--- config.mk ---
export PLATFORM = sky130hd
export DESIGN_NAME = nx_node
export DESIGN_NICKNAME = d
export VERILOG_FILES = /design/src/nx_pkg.sv /design/src/nx_stream_fifo.sv /design/src/nx_stream_arbiter.sv /design/src/nx_msg_router.sv /design/src/nx_node.sv
export SDC_FILE = /design/constraint.sdc
export NUM_CORES = 1
export LEC_CHECK = 0
export BUFFER_PORTS_ARGS = -buffer_cell sky130_fd_sc_hd__buf_2
export CORE_MARGIN = 1.5
export CORE_UTILIZATION = 30
export CTS_CLUSTER_SIZE = 16
export DETAILED_ROUTE_END_ITERATION = 10
export PLACE_DENSITY = 0.58
export RECOVER_POWER = 25
export SETUP_SLACK_MARGIN = 0.05
export SYNTH_ARGS = -nofsm -noshare
export SYNTH_HDL_FRONTEND = slang
export SYNTH_SLANG_ARGS = --single-unit
--- constraint.sdc ---
create_clock -name clk_i -period 3.9 [get_ports clk_i]
set_input_delay 0.39 -clock clk_i [delete_from_list [all_inputs] [get_ports clk_i]]
set_output_delay 0.39 -clock clk_i [all_outputs]
set_load 0.1 [all_outputs]
--- src/nx_pkg.sv ---
/*
 * nx_pkg
 * Shared types and sizes for the mesh routing node: directions, message
 * layout and inbound buffer depth
 */
`default_nettype none

package nx_pkg;

    // Mesh coordinate and payload widths
    localparam int NX_COORD_W   = 4;
    localparam int NX_PAYLOAD_W = 24;

    // Number of neighbour streams
    localparam int NX_DIR_COUNT = 4;

    // Inbound buffer sizing
    localparam int NX_FIFO_DEPTH = 2;
    localparam int NX_FIFO_PTR_W = $clog2(NX_FIFO_DEPTH);
    localparam int NX_FIFO_CNT_W = $clog2(NX_FIFO_DEPTH + 1);

    // Clockwise order, so +1 is the next direction in rotation
    typedef enum logic [1:0] {
        NX_DIR_NORTH = 2'd0,
        NX_DIR_EAST  = 2'd1,
        NX_DIR_SOUTH = 2'd2,
        NX_DIR_WEST  = 2'd3
    } nx_dir_t;

    // Single-flit message, 32 bits
    typedef struct packed {
        logic [NX_COORD_W-1:0]   row;
        logic [NX_COORD_W-1:0]   col;
        logic [NX_PAYLOAD_W-1:0] payload;
    } nx_msg_t;

    // Message tagged with the stream it arrived on
    typedef struct packed {
        nx_msg_t msg;
        nx_dir_t src;
    } nx_routed_t;

    // Buffer pointer and occupancy
    typedef logic [NX_FIFO_PTR_W-1:0] nx_fifo_ptr_t;
    typedef logic [NX_FIFO_CNT_W-1:0] nx_fifo_cnt_t;

endpackage : nx_pkg

`default_nettype wire

--- src/nx_stream_fifo.sv ---
/*
 * nx_stream_fifo
 * Small circular buffer for one inbound valid/ready stream, generic in its
 * payload type
 */
`timescale 1ns/100ps
`default_nettype none

module nx_stream_fifo #(
    parameter type payload_t = nx_pkg::nx_msg_t
) (
      input  logic     clk_i
    , input  logic     rst_i
    // Write side
    , input  payload_t push_data_i
    , input  logic     push_valid_i
    , output logic     push_ready_o
    // Read side
    , output payload_t pop_data_o
    , output logic     pop_valid_o
    , input  logic     pop_ready_i
);

    payload_t             mem_q [nx_pkg::NX_FIFO_DEPTH];
    nx_pkg::nx_fifo_ptr_t rd_ptr_q;
    nx_pkg::nx_fifo_ptr_t wr_ptr_q;
    nx_pkg::nx_fifo_cnt_t count_q;
    logic                 push;
    logic                 pop;

    function automatic nx_pkg::nx_fifo_ptr_t ptr_next(input nx_pkg::nx_fifo_ptr_t ptr);
        if (ptr == nx_pkg::nx_fifo_ptr_t'(nx_pkg::NX_FIFO_DEPTH - 1)) begin
            return '0;
        end
        return ptr + 1'b1;
    endfunction

    assign push_ready_o = (count_q != nx_pkg::nx_fifo_cnt_t'(nx_pkg::NX_FIFO_DEPTH));
    assign pop_valid_o  = (count_q != '0);
    assign pop_data_o   = mem_q[rd_ptr_q];

    assign push = push_valid_i && push_ready_o;
    assign pop  = pop_valid_o && pop_ready_i;

    // Storage
    always_ff @(posedge clk_i) begin
        if (push) begin
            mem_q[wr_ptr_q] <= push_data_i;
        end
    end

    // Pointers and occupancy
    always_ff @(posedge clk_i) begin
        if (rst_i) begin
            rd_ptr_q <= '0;
            wr_ptr_q <= '0;
            count_q  <= '0;
        end else begin
            if (push) begin
                wr_ptr_q <= ptr_next(wr_ptr_q);
            end
            if (pop) begin
                rd_ptr_q <= ptr_next(rd_ptr_q);
            end
            case ({push, pop})
                2'b10:   count_q <= count_q + 1'b1;
                2'b01:   count_q <= count_q - 1'b1;
                default: count_q <= count_q;
            endcase
        end
    end

    a_occupancy : assert property (@(posedge clk_i) disable iff (rst_i)
        count_q <= nx_pkg::nx_fifo_cnt_t'(nx_pkg::NX_FIFO_DEPTH));

    // Head entry must not move while the consumer stalls
    a_pop_stable : assert property (@(posedge clk_i) disable iff (rst_i)
        (pop_valid_o && !pop_ready_i) |=> (pop_valid_o && $stable(pop_data_o)));

endmodule : nx_stream_fifo

`default_nettype wire

--- src/nx_stream_arbiter.sv ---
/*
 * nx_stream_arbiter
 * Round-robin selection over the four inbound buffers into one registered
 * output slot tagged with the source direction
 */
`timescale 1ns/100ps
`default_nettype none

module nx_stream_arbiter (
      input  logic                              clk_i
    , input  logic                              rst_i
    // Inbound streams, indexed by direction
    , input  nx_pkg::nx_msg_t                   in_data_i [nx_pkg::NX_DIR_COUNT]
    , input  logic [nx_pkg::NX_DIR_COUNT-1:0]   in_valid_i
    , output logic [nx_pkg::NX_DIR_COUNT-1:0]   in_ready_o
    // Arbitrated stream
    , output nx_pkg::nx_routed_t                arb_data_o
    , output logic                              arb_valid_o
    , input  logic                              arb_ready_i
);

    nx_pkg::nx_dir_t    grant_q;
    nx_pkg::nx_dir_t    grant_d;
    nx_pkg::nx_routed_t arb_q;
    logic               arb_valid_q;
    logic               slot_free;
    logic               load;

    // Slot can take a new message when empty or emptying now
    assign slot_free = !arb_valid_q || arb_ready_i;
    assign load      = slot_free && in_valid_i[grant_q];

    assign arb_data_o  = arb_q;
    assign arb_valid_o = arb_valid_q;

    // Only the granted direction sees ready
    always_comb begin : p_ready
        in_ready_o          = '0;
        in_ready_o[grant_q] = slot_free;
    end

    // Next busy direction clockwise from the current grant
    always_comb begin : p_next_grant
        logic            found;
        nx_pkg::nx_dir_t cand;

        grant_d = grant_q;
        found   = 1'b0;
        for (int i = 1; i < nx_pkg::NX_DIR_COUNT; i++) begin
            cand = nx_pkg::nx_dir_t'(grant_q + 2'(i));
            if (!found && in_valid_i[cand]) begin
                grant_d = cand;
                found   = 1'b1;
            end
        end
    end

    // Grant moves only when the slot had room this cycle
    always_ff @(posedge clk_i) begin
        if (rst_i) begin
            grant_q     <= nx_pkg::NX_DIR_NORTH;
            arb_valid_q <= 1'b0;
        end else if (slot_free) begin
            grant_q     <= grant_d;
            arb_valid_q <= in_valid_i[grant_q];
        end
    end

    always_ff @(posedge clk_i) begin
        if (load) begin
            arb_q.msg <= in_data_i[grant_q];
            arb_q.src <= grant_q;
        end
    end

    a_one_ready : assert property (@(posedge clk_i) disable iff (rst_i)
        $onehot0(in_ready_o));

    // Held slot keeps valid and contents until the router takes it
    a_arb_stable : assert property (@(posedge clk_i) disable iff (rst_i)
        (arb_valid_o && !arb_ready_i) |=> (arb_valid_o && $stable(arb_data_o)));

endmodule : nx_stream_arbiter

`default_nettype wire

--- src/nx_msg_router.sv ---
/*
 * nx_msg_router
 * Column-first routing of one message at a time into a registered output
 * toward a neighbour or the local port
 */
`timescale 1ns/100ps
`default_nettype none

module nx_msg_router #(
      parameter logic [nx_pkg::NX_COORD_W-1:0] NODE_ROW = '0
    , parameter logic [nx_pkg::NX_COORD_W-1:0] NODE_COL = '0
) (
      input  logic                              clk_i
    , input  logic                              rst_i
    // From the arbiter
    , input  nx_pkg::nx_routed_t                msg_i
    , input  logic                              msg_valid_i
    , output logic                              msg_ready_o
    // Neighbour streams, indexed by departure direction
    , output nx_pkg::nx_msg_t                   out_msg_o [nx_pkg::NX_DIR_COUNT]
    , output logic [nx_pkg::NX_DIR_COUNT-1:0]   out_valid_o
    , input  logic [nx_pkg::NX_DIR_COUNT-1:0]   out_ready_i
    // Local delivery
    , output nx_pkg::nx_routed_t                local_o
    , output logic                              local_valid_o
    , input  logic                              local_ready_i
);

    // One-hot destination, top bit is the local port
    logic [nx_pkg::NX_DIR_COUNT:0] route_sel;
    logic [nx_pkg::NX_DIR_COUNT:0] sel_q;
    nx_pkg::nx_routed_t            hold_q;
    logic                          drained;

    // Dimension order: columns first, then rows
    always_comb begin : p_route
        route_sel = '0;
        if (msg_i.msg.col > NODE_COL) begin
            route_sel[nx_pkg::NX_DIR_EAST] = 1'b1;
        end else if (msg_i.msg.col < NODE_COL) begin
            route_sel[nx_pkg::NX_DIR_WEST] = 1'b1;
        end else if (msg_i.msg.row > NODE_ROW) begin
            route_sel[nx_pkg::NX_DIR_SOUTH] = 1'b1;
        end else if (msg_i.msg.row < NODE_ROW) begin
            route_sel[nx_pkg::NX_DIR_NORTH] = 1'b1;
        end else begin
            route_sel[nx_pkg::NX_DIR_COUNT] = 1'b1;
        end
    end

    assign drained     = |(sel_q & {local_ready_i, out_ready_i});
    assign msg_ready_o = (sel_q == '0) || drained;

    assign out_valid_o   = sel_q[nx_pkg::NX_DIR_COUNT-1:0];
    assign local_valid_o = sel_q[nx_pkg::NX_DIR_COUNT];
    assign local_o       = hold_q;

    // Same held message on every neighbour, qualified by its valid
    always_comb begin : p_out_data
        for (int k = 0; k < nx_pkg::NX_DIR_COUNT; k++) begin
            out_msg_o[k] = hold_q.msg;
        end
    end

    always_ff @(posedge clk_i) begin
        if (rst_i) begin
            sel_q <= '0;
        end else if (msg_ready_o) begin
            sel_q <= msg_valid_i ? route_sel : '0;
        end
    end

    always_ff @(posedge clk_i) begin
        if (msg_valid_i && msg_ready_o) begin
            hold_q <= msg_i;
        end
    end

    a_one_output : assert property (@(posedge clk_i) disable iff (rst_i)
        $onehot0({local_valid_o, out_valid_o}));

endmodule : nx_msg_router

`default_nettype wire

--- src/nx_node.sv ---
/*
 * nx_node
 * One mesh routing node: four inbound buffers, a round-robin arbiter and
 * a column-first router
 */
`timescale 1ns/100ps
`default_nettype none

module nx_node #(
      parameter logic [nx_pkg::NX_COORD_W-1:0] NODE_ROW = '0
    , parameter logic [nx_pkg::NX_COORD_W-1:0] NODE_COL = '0
) (
      input  logic                              clk_i
    , input  logic                              rst_i
    // Inbound neighbour streams
    , input  nx_pkg::nx_msg_t                   in_msg_i [nx_pkg::NX_DIR_COUNT]
    , input  logic [nx_pkg::NX_DIR_COUNT-1:0]   in_valid_i
    , output logic [nx_pkg::NX_DIR_COUNT-1:0]   in_ready_o
    // Outbound neighbour streams
    , output nx_pkg::nx_msg_t                   out_msg_o [nx_pkg::NX_DIR_COUNT]
    , output logic [nx_pkg::NX_DIR_COUNT-1:0]   out_valid_o
    , input  logic [nx_pkg::NX_DIR_COUNT-1:0]   out_ready_i
    // Local delivery
    , output nx_pkg::nx_routed_t                local_o
    , output logic                              local_valid_o
    , input  logic                              local_ready_i
);

    // Buffer outputs toward the arbiter
    nx_pkg::nx_msg_t                 buf_data [nx_pkg::NX_DIR_COUNT];
    logic [nx_pkg::NX_DIR_COUNT-1:0] buf_valid;
    logic [nx_pkg::NX_DIR_COUNT-1:0] buf_ready;

    // Arbiter to router
    nx_pkg::nx_routed_t arb_data;
    logic               arb_valid;
    logic               arb_ready;

    for (genvar k = 0; k < nx_pkg::NX_DIR_COUNT; k++) begin : g_inbound
        nx_stream_fifo #(
            .payload_t    ( nx_pkg::nx_msg_t )
        ) u_fifo (
              .clk_i        ( clk_i          )
            , .rst_i        ( rst_i          )
            , .push_data_i  ( in_msg_i[k]    )
            , .push_valid_i ( in_valid_i[k]  )
            , .push_ready_o ( in_ready_o[k]  )
            , .pop_data_o   ( buf_data[k]    )
            , .pop_valid_o  ( buf_valid[k]   )
            , .pop_ready_i  ( buf_ready[k]   )
        );
    end

    nx_stream_arbiter u_arbiter (
          .clk_i       ( clk_i     )
        , .rst_i       ( rst_i     )
        , .in_data_i   ( buf_data  )
        , .in_valid_i  ( buf_valid )
        , .in_ready_o  ( buf_ready )
        , .arb_data_o  ( arb_data  )
        , .arb_valid_o ( arb_valid )
        , .arb_ready_i ( arb_ready )
    );

    nx_msg_router #(
          .NODE_ROW ( NODE_ROW )
        , .NODE_COL ( NODE_COL )
    ) u_router (
          .clk_i         ( clk_i         )
        , .rst_i         ( rst_i         )
        , .msg_i         ( arb_data      )
        , .msg_valid_i   ( arb_valid     )
        , .msg_ready_o   ( arb_ready     )
        , .out_msg_o     ( out_msg_o     )
        , .out_valid_o   ( out_valid_o   )
        , .out_ready_i   ( out_ready_i   )
        , .local_o       ( local_o       )
        , .local_valid_o ( local_valid_o )
        , .local_ready_i ( local_ready_i )
    );

endmodule : nx_node

`default_nettype wire

; Word-level counts from Yosys, hierarchy flattened
; Memory sizes are Yosys's and may differ from the RTL's. A register that Yosys moved wholly into a read port is not among the register bits.
; Cells that the tools add are included.
; W data, S select, Z words.
[word_totals]
reg_bits = 92
latch_bits = 0
ramBits = 256
romBits = 0
input_bits = 139
memories = 4
[classes]
n_addsub = 19
multipliers = 0
div_mod_pow = 0
magnitude_cmp = 10
n_eq_ne = 12
shifts = 0
muxes = 91
bitwise_logic = 3
n_reduce_logical = 30
[mem_list]
columns = memory, words, width, rd, rd_clocked_by_memory_dff, write_ports, line_no
row1 = g_inbound[0].u_fifo.mem_q, 2, 32, 1, 1, 1, nx_stream_fifo.sv:24  ; payload_t mem_q [nx_pkg::NX_FIFO_DEPTH];
row2 = g_inbound[1].u_fifo.mem_q, 2, 32, 1, 1, 1, nx_stream_fifo.sv:24
row3 = g_inbound[2].u_fifo.mem_q, 2, 32, 1, 1, 1, nx_stream_fifo.sv:24
row4 = g_inbound[3].u_fifo.mem_q, 2, 32, 1, 1, 1, nx_stream_fifo.sv:24
[op_table]
columns = cell, count
row1 = $mux W1, 74
row2 = $bmux W32 S2, 1
row3 = $mux W32, 2
row4 = $pmux W2 S2, 4
row5 = $reduce_bool A2 Y1, 8
row6 = $logic_and A1 B1 Y1, 13
row7 = $lt A2 B3 Y1 const B, 4
row8 = $add A2 B1 Y2 const B, 5
row9 = $add A1 B1 Y1 const B, 8
row10 = $bmux W1 S2, 4
row11 = $eq A2 B1 Y1 const B, 4
row12 = $eq A2 B2 Y1 const B, 4
row13 = $gt A4 B1 Y1 const B, 2
row14 = $lt A4 B1 Y1 const B, 2
row15 = $ne A2 B2 Y1 const B, 4
row16 = $sub A2 B1 Y2 const B, 4
row17 = $mux W2, 3
row18 = $and A5 B5 Y5, 1
row19 = $logic_not A5 Y1, 1
row20 = $mux W5, 1
row21 = $reduce_or A5 Y1, 1
row22 = $add A2 B2 Y2 const B, 2
row23 = $and A4 B4 Y4, 1
row24 = $ge A3 B3 Y1 const B, 1
row25 = other kinds (8), 11

; Depth between registers and ports, before layout
[logic_depth]
depth_word = 11
mapped_depth = 9

; Hierarchy
; Synthesis repeated with hierarchy kept, for this count alone.
[unflattened]
hier_cells = 788
hier_area_um2 = 14420.1
[by_module_without_submodules]
columns = module, n_inst, cells_per_inst, area_each_um2, seq_area_each_um2
row1 = nx_stream_fifo, 4, 124, 2523.7, 2021.9
row2 = nx_msg_router, 1, 184, 2184.6, 1081.0
row3 = nx_stream_arbiter, 1, 108, 2140.8, 1081.0

; Worst setup path before layout
; OpenSTA, ideal clock, no wires.
[synth_timing]
path_type = reg-to-reg
start = register u_router.sel_q[1] (netlist bit)
end = register u_router.sel_q[4] (netlist bit)
setup_ns = 0.065
arrival_ns = 4.566
required_ns = 3.835
path_slack_ns = -0.731
stages_incl_launch_ff = 6
n_path_buf = 0
synth_period_minus_slack_ns = 4.631
path_cell_list = dfxtp_1 a222oi_1 a21boi_0 nand2_1 o2bb2a_1 nor2_1
[synth_between]
elab_chain_len = 3
elab_cells_between_ends = 4
classes_between = bitwise (1) / reduce/logical (3)
[synth_rtl]
columns = item, line_no
row1 = "start, declared", nx_msg_router.sv:31  ; logic [nx_pkg::NX_DIR_COUNT:0] sel_q;
row2 = "start signal, assigned", nx_msg_router.sv:69  ; sel_q <= msg_valid_i ? route_sel : '0;
row3 = $and A5 B5 Y5, nx_msg_router.sv:51  ; assign drained = |(sel_q & {local_ready_i, out_ready_i});
row4 = $reduce_or A5 Y1, nx_msg_router.sv:51
row5 = $logic_or A1 B1 Y1 *, nx_msg_router.sv:52  ; assign msg_ready_o = (sel_q == '0) || drained;
; Mark *: on every way between the ends. The rest lies on a longest branch, timed or not.
; A chain may end at the register's enable or synchronous reset.

; Worst setup path in the final report
[layout_timing]
start = register u_arbiter.grant_q[0]
end = register u_arbiter.arb_q, in the netlist u_arbiter.arb_data_o[25], enable pin
[layout_between]
elab_chain_len = 3
[layout_rtl]
columns = item, line_no
row1 = "start, declared", nx_stream_arbiter.sv:22  ; nx_pkg::nx_dir_t grant_q;
row2 = "start signal, assigned", nx_stream_arbiter.sv:61  ; grant_q <= nx_pkg::NX_DIR_NORTH;
row3 = "start signal, assigned", nx_stream_arbiter.sv:64  ; grant_q <= grant_d;
row4 = $bmux W1 S2, nx_stream_arbiter.sv:31  ; assign load = slot_free && in_valid_i[grant_q];
row5 = $mux W1 (not written as such), nx_stream_arbiter.sv:31
row6 = $logic_and A1 B1 Y1, nx_stream_arbiter.sv:31
row7 = via u_arbiter.load, nx_stream_arbiter.sv:27  ; logic load;
row8 = "end, declared", nx_stream_arbiter.sv:24  ; nx_pkg::nx_routed_t arb_q;
; The timed path passes the listed nets, and every way through them passes these cells. The select of a mux whose other input is x is not followed.

==> reports/metrics.yaml <==
worst_setup_path:
  cp.arrival_ns: 2.73
  r2r-start: "u_arbiter.grant_q[0]"
  required_ns: 4.06
  crit_type: "flip-flop to flip-flop"
  reg2reg_depth: 6
  endpoint_kind: "flip-flop"
  timing.rr.end: "u_arbiter.arb_data_o[25]"
  r2r_slack_ns: 1.33
  cp_max_fo: 34
  critPathLaunchType: "flip-flop"
sta:
  worst_slack_ns: 1.333
  fin_crit_sh_pct: 65.82
  tns_ns: 0
  setup_violations: 0
  fmax_mhz: 389.5
  hold_ws_ns: 0.03994
  fin_skew_ns: 0.02102
  hold_viol_final: 0
  rsz0062_at_grt: "no"
  maxSlewViolCount: 0
  worstMarginPinSlew_ns: 1.117
  max_slew_margin_pct: 25.55
  layout_min_cycle_time_ns: 2.567
die:
  die_w_um: 221.5
  fp.dieH_um: 221.5
  start_util_pct: 30.56
  coreArea_sq_um: 46850
  ios: 310
  row_count: 79
  die_area_sq_um: 49040
pwr:
  cellLeakagePower_nw: 6.110
  swShare_pct: 44.81
  share_seq_of_total_power_pct: 37.1
  power_density_nw_per_um2: 912.8
  vdd_ir_drop_max_mv: 0.5342
  combPwrFrac_pct: 40.1
  power_w: 0.01569
  p_sw_w: 0.007031
  p_int_w: 0.008660
  clkPwrFrac_pct: 22.8
detailed_routing:
  postRouteAntennaNets: 0
  drt-initial-drc-count: 439
  drt-total-wl_um: 34110
  viasPerCell: 4.372
  vias: 7454
  post_drt_wl_per_cell_um: 20.00
  drc_errors: 0
  drt_pass1_iterations: 4
synthesis:
  ys_top_cells_by_area: "edfxtp_1 68%, mux2i_1 8.9%, buf_4 7.0%"
  synth_edf_count: 324
  ys.flop_type: "edfxtp_1"
  syn_inst: 831
  synth_seq_cells: 350
  synthDistinctLibCells: 43
  yosys.area.top_type: "edfxtp_1"
  yosys_warnings: 0
  synth-seq-area-share_pct: 71.59
  ys_async_sr_fraction_pct: 0
  netlist_area_sq_um: 14320
  synth_top_area_share_pct: 67.95
  synth.avg_cell_area_sq_um: 17.23
finish:
  diodes: 0
  nFillCells: 4476
  drive_above_1_share_pct: 32.06
  nets: 1216
  final_common_cell: "edfxtp_1"
  areaGrowthSynthToFinish_pct: 20.06
  layout_common_cells: "324 x edfxtp_1, 233 x buf_2, 128 x mux2i_1, 82 x clkbuf_1, 39 x clkbuf_16"
  utilization_pct: 36.69
global_routing:
  antenna_found_initial: 3
  first_global_vias: 7634
  overflow: 0
  track_usage_pct: 13.80
  grt_pass1_wl_um: 49060
  grt_max_degree: 35
clocking:
  clk_pin_slew_ns: 0.06
  htreeDepth: 2
  cts_buffer_depth: 3
  cts-resized-gates: 0
  cts_buffers: 39
  cts_root_buf: "clkbuf_16"
  cts_sinks: 350
  cts_tree: "done"
  clock_latency_ns: 0.54
worst_hold_path:
  holdPathEnd: "g_inbound[1].u_fifo.mem_q[0][5]"
  holdPathStages: 1
  hold_path_class: "primary input to flip-flop"
  min_from: "in_msg_i[69]"
placed_design:
  dp_slack_ns: 1.272
  io_buffer_count: 305
  gp_congestion: 0.7065
  dp_hpwl_um: 21630
outcome:
  status: "complete, no violations"
flow_run:
  max_cap_violations: 0
==> metal layers <==
metal  wire length, um  vias up  track usage [%]
met5                21        -                0
met2             16710      266            23.43
li1                  -     3454                -
met1             14680     3675            17.77
met4               741        4            4.264
met3              1948       55            2.762
==> repair_timing <==
| action | 4_1_cts | 5_1_grt |
|---|---|---|
| setup buffers | 0 | 0 |
| hold buffers | 38 | 0 |
| endpoints found under the hold margin | 76 | 0 |
==> area by class of cell <==
cell class                 count  area [sq um]  area share [%]
sequential                   350         10270           59.72
multi-input combinational    284          2864           16.66
timing repair buffer         360          1944           11.31
clock buffer                  49          1013           5.896
tap                          607         759.5           4.418
clock inverter                21         215.2           1.252
inverter                      34         127.6          0.7424
==> cells by family after synthesis <==
| kind of cell | Yosys count | synth area share (%) |
|---|---|---|
| flops | 350 | 71.59 |
| buf+inv | 198 | 8.861 |
| mux | 161 | 14.06 |
| simple gates | 66 | 2.351 |
| compound gates | 31 | 1.433 |
| xor+xnor | 16 | 0.9788 |
| fa+ha+maj | 8 | 0.6991 |
| other cells | 1 | 0.02619 |
==> state kept, by name, indices dropped and copies added (netlist names), named ones only <==
| register | flops |
|---|---|
| u_arbiter.arb_valid_o | 1 |
| u_arbiter.grant_q | 2 |
| g_inbound.u_fifo.wr_ptr_q | 4 |
| g_inbound.u_fifo.rd_ptr_q | 4 |
| u_router.sel_q | 3 |
| u_router.local_o | 34 |
| u_arbiter.arb_data_o | 34 |
| g_inbound.u_fifo.count_q | 8 |
| g_inbound.u_fifo.mem_q | 256 |
==> critical path, cell delays in order, from the launching register on <==
cell and delay (ns):
dfxtp_2 0.50, buf_4 0.40, nor3_1 0.13, a211oi_1 0.28
a21oi_1 0.14, a31oi_4 0.17, buf_4 0.53
==> cells in the mapped netlist, types with 2 or more instances <==
cell type / instances
nor3_1: 3
dfxtp_1: 26
inv_1: 33
and3_1: 4
a21oi_1: 11
nor2_1: 29
nor4b_1: 2
buf_2: 18
xnor2_1: 8
ha_1: 8
nor4_1: 2
and3b_1: 3
or3_1: 6
mux2i_1: 128
clkbuf_1: 8
mux4_2: 32
buf_1: 4
nand2_1: 7
nand2b_1: 6
buf_4: 134
edfxtp_1: 324
o21ai_0: 5
xor2_1: 8
a211oi_1: 2
a211o_1: 2
==> how the worst max path moves through the flow <==
stage	from	endpoint	slack, ns	cells after the start
6_report	u_arbiter.grant_q[0]	u_arbiter.arb_data_o[25]	1.33	6
5_1_grt	u_arbiter.grant_q[0]	u_arbiter.arb_data_o[20]	1.12	6
3_5_place_dp	u_arbiter.grant_q[0]	u_arbiter.arb_data_o[18]	1.27	6
2_1_floorplan	u_router.sel_q[1]	u_arbiter.arb_data_o[0]	0.12	2
3_3_place_gp	u_arbiter.grant_q[0]	u_arbiter.arb_data_o[17]	1.32	6
4_1_cts	u_arbiter.grant_q[0]	u_arbiter.arb_data_o[20]	1.25	6
==> per-stage QoR <==
stage,cell area (sq um),cells
after floorplan,14320,832
after global placement,15670,1597
after detailed placement,15670,1597
after CTS,17280,1705
after global routing,17190,1705
final,17190,1705
==> power by group through the flow <==
stage | sequential (W) | combinational (W) | clock (W)
2_1_floorplan | 0.00627 | 0.00508 | 0
3_3_place_gp | 0.00590 | 0.00633 | 0
3_5_place_dp | 0.00593 | 0.00636 | 0
4_1_cts | 0.00586 | 0.00639 | 0.00367
5_1_grt | 0.00594 | 0.00659 | 0.00381
6_report | 0.00583 | 0.00629 | 0.00357
Power figures use the tool's default switching activity.
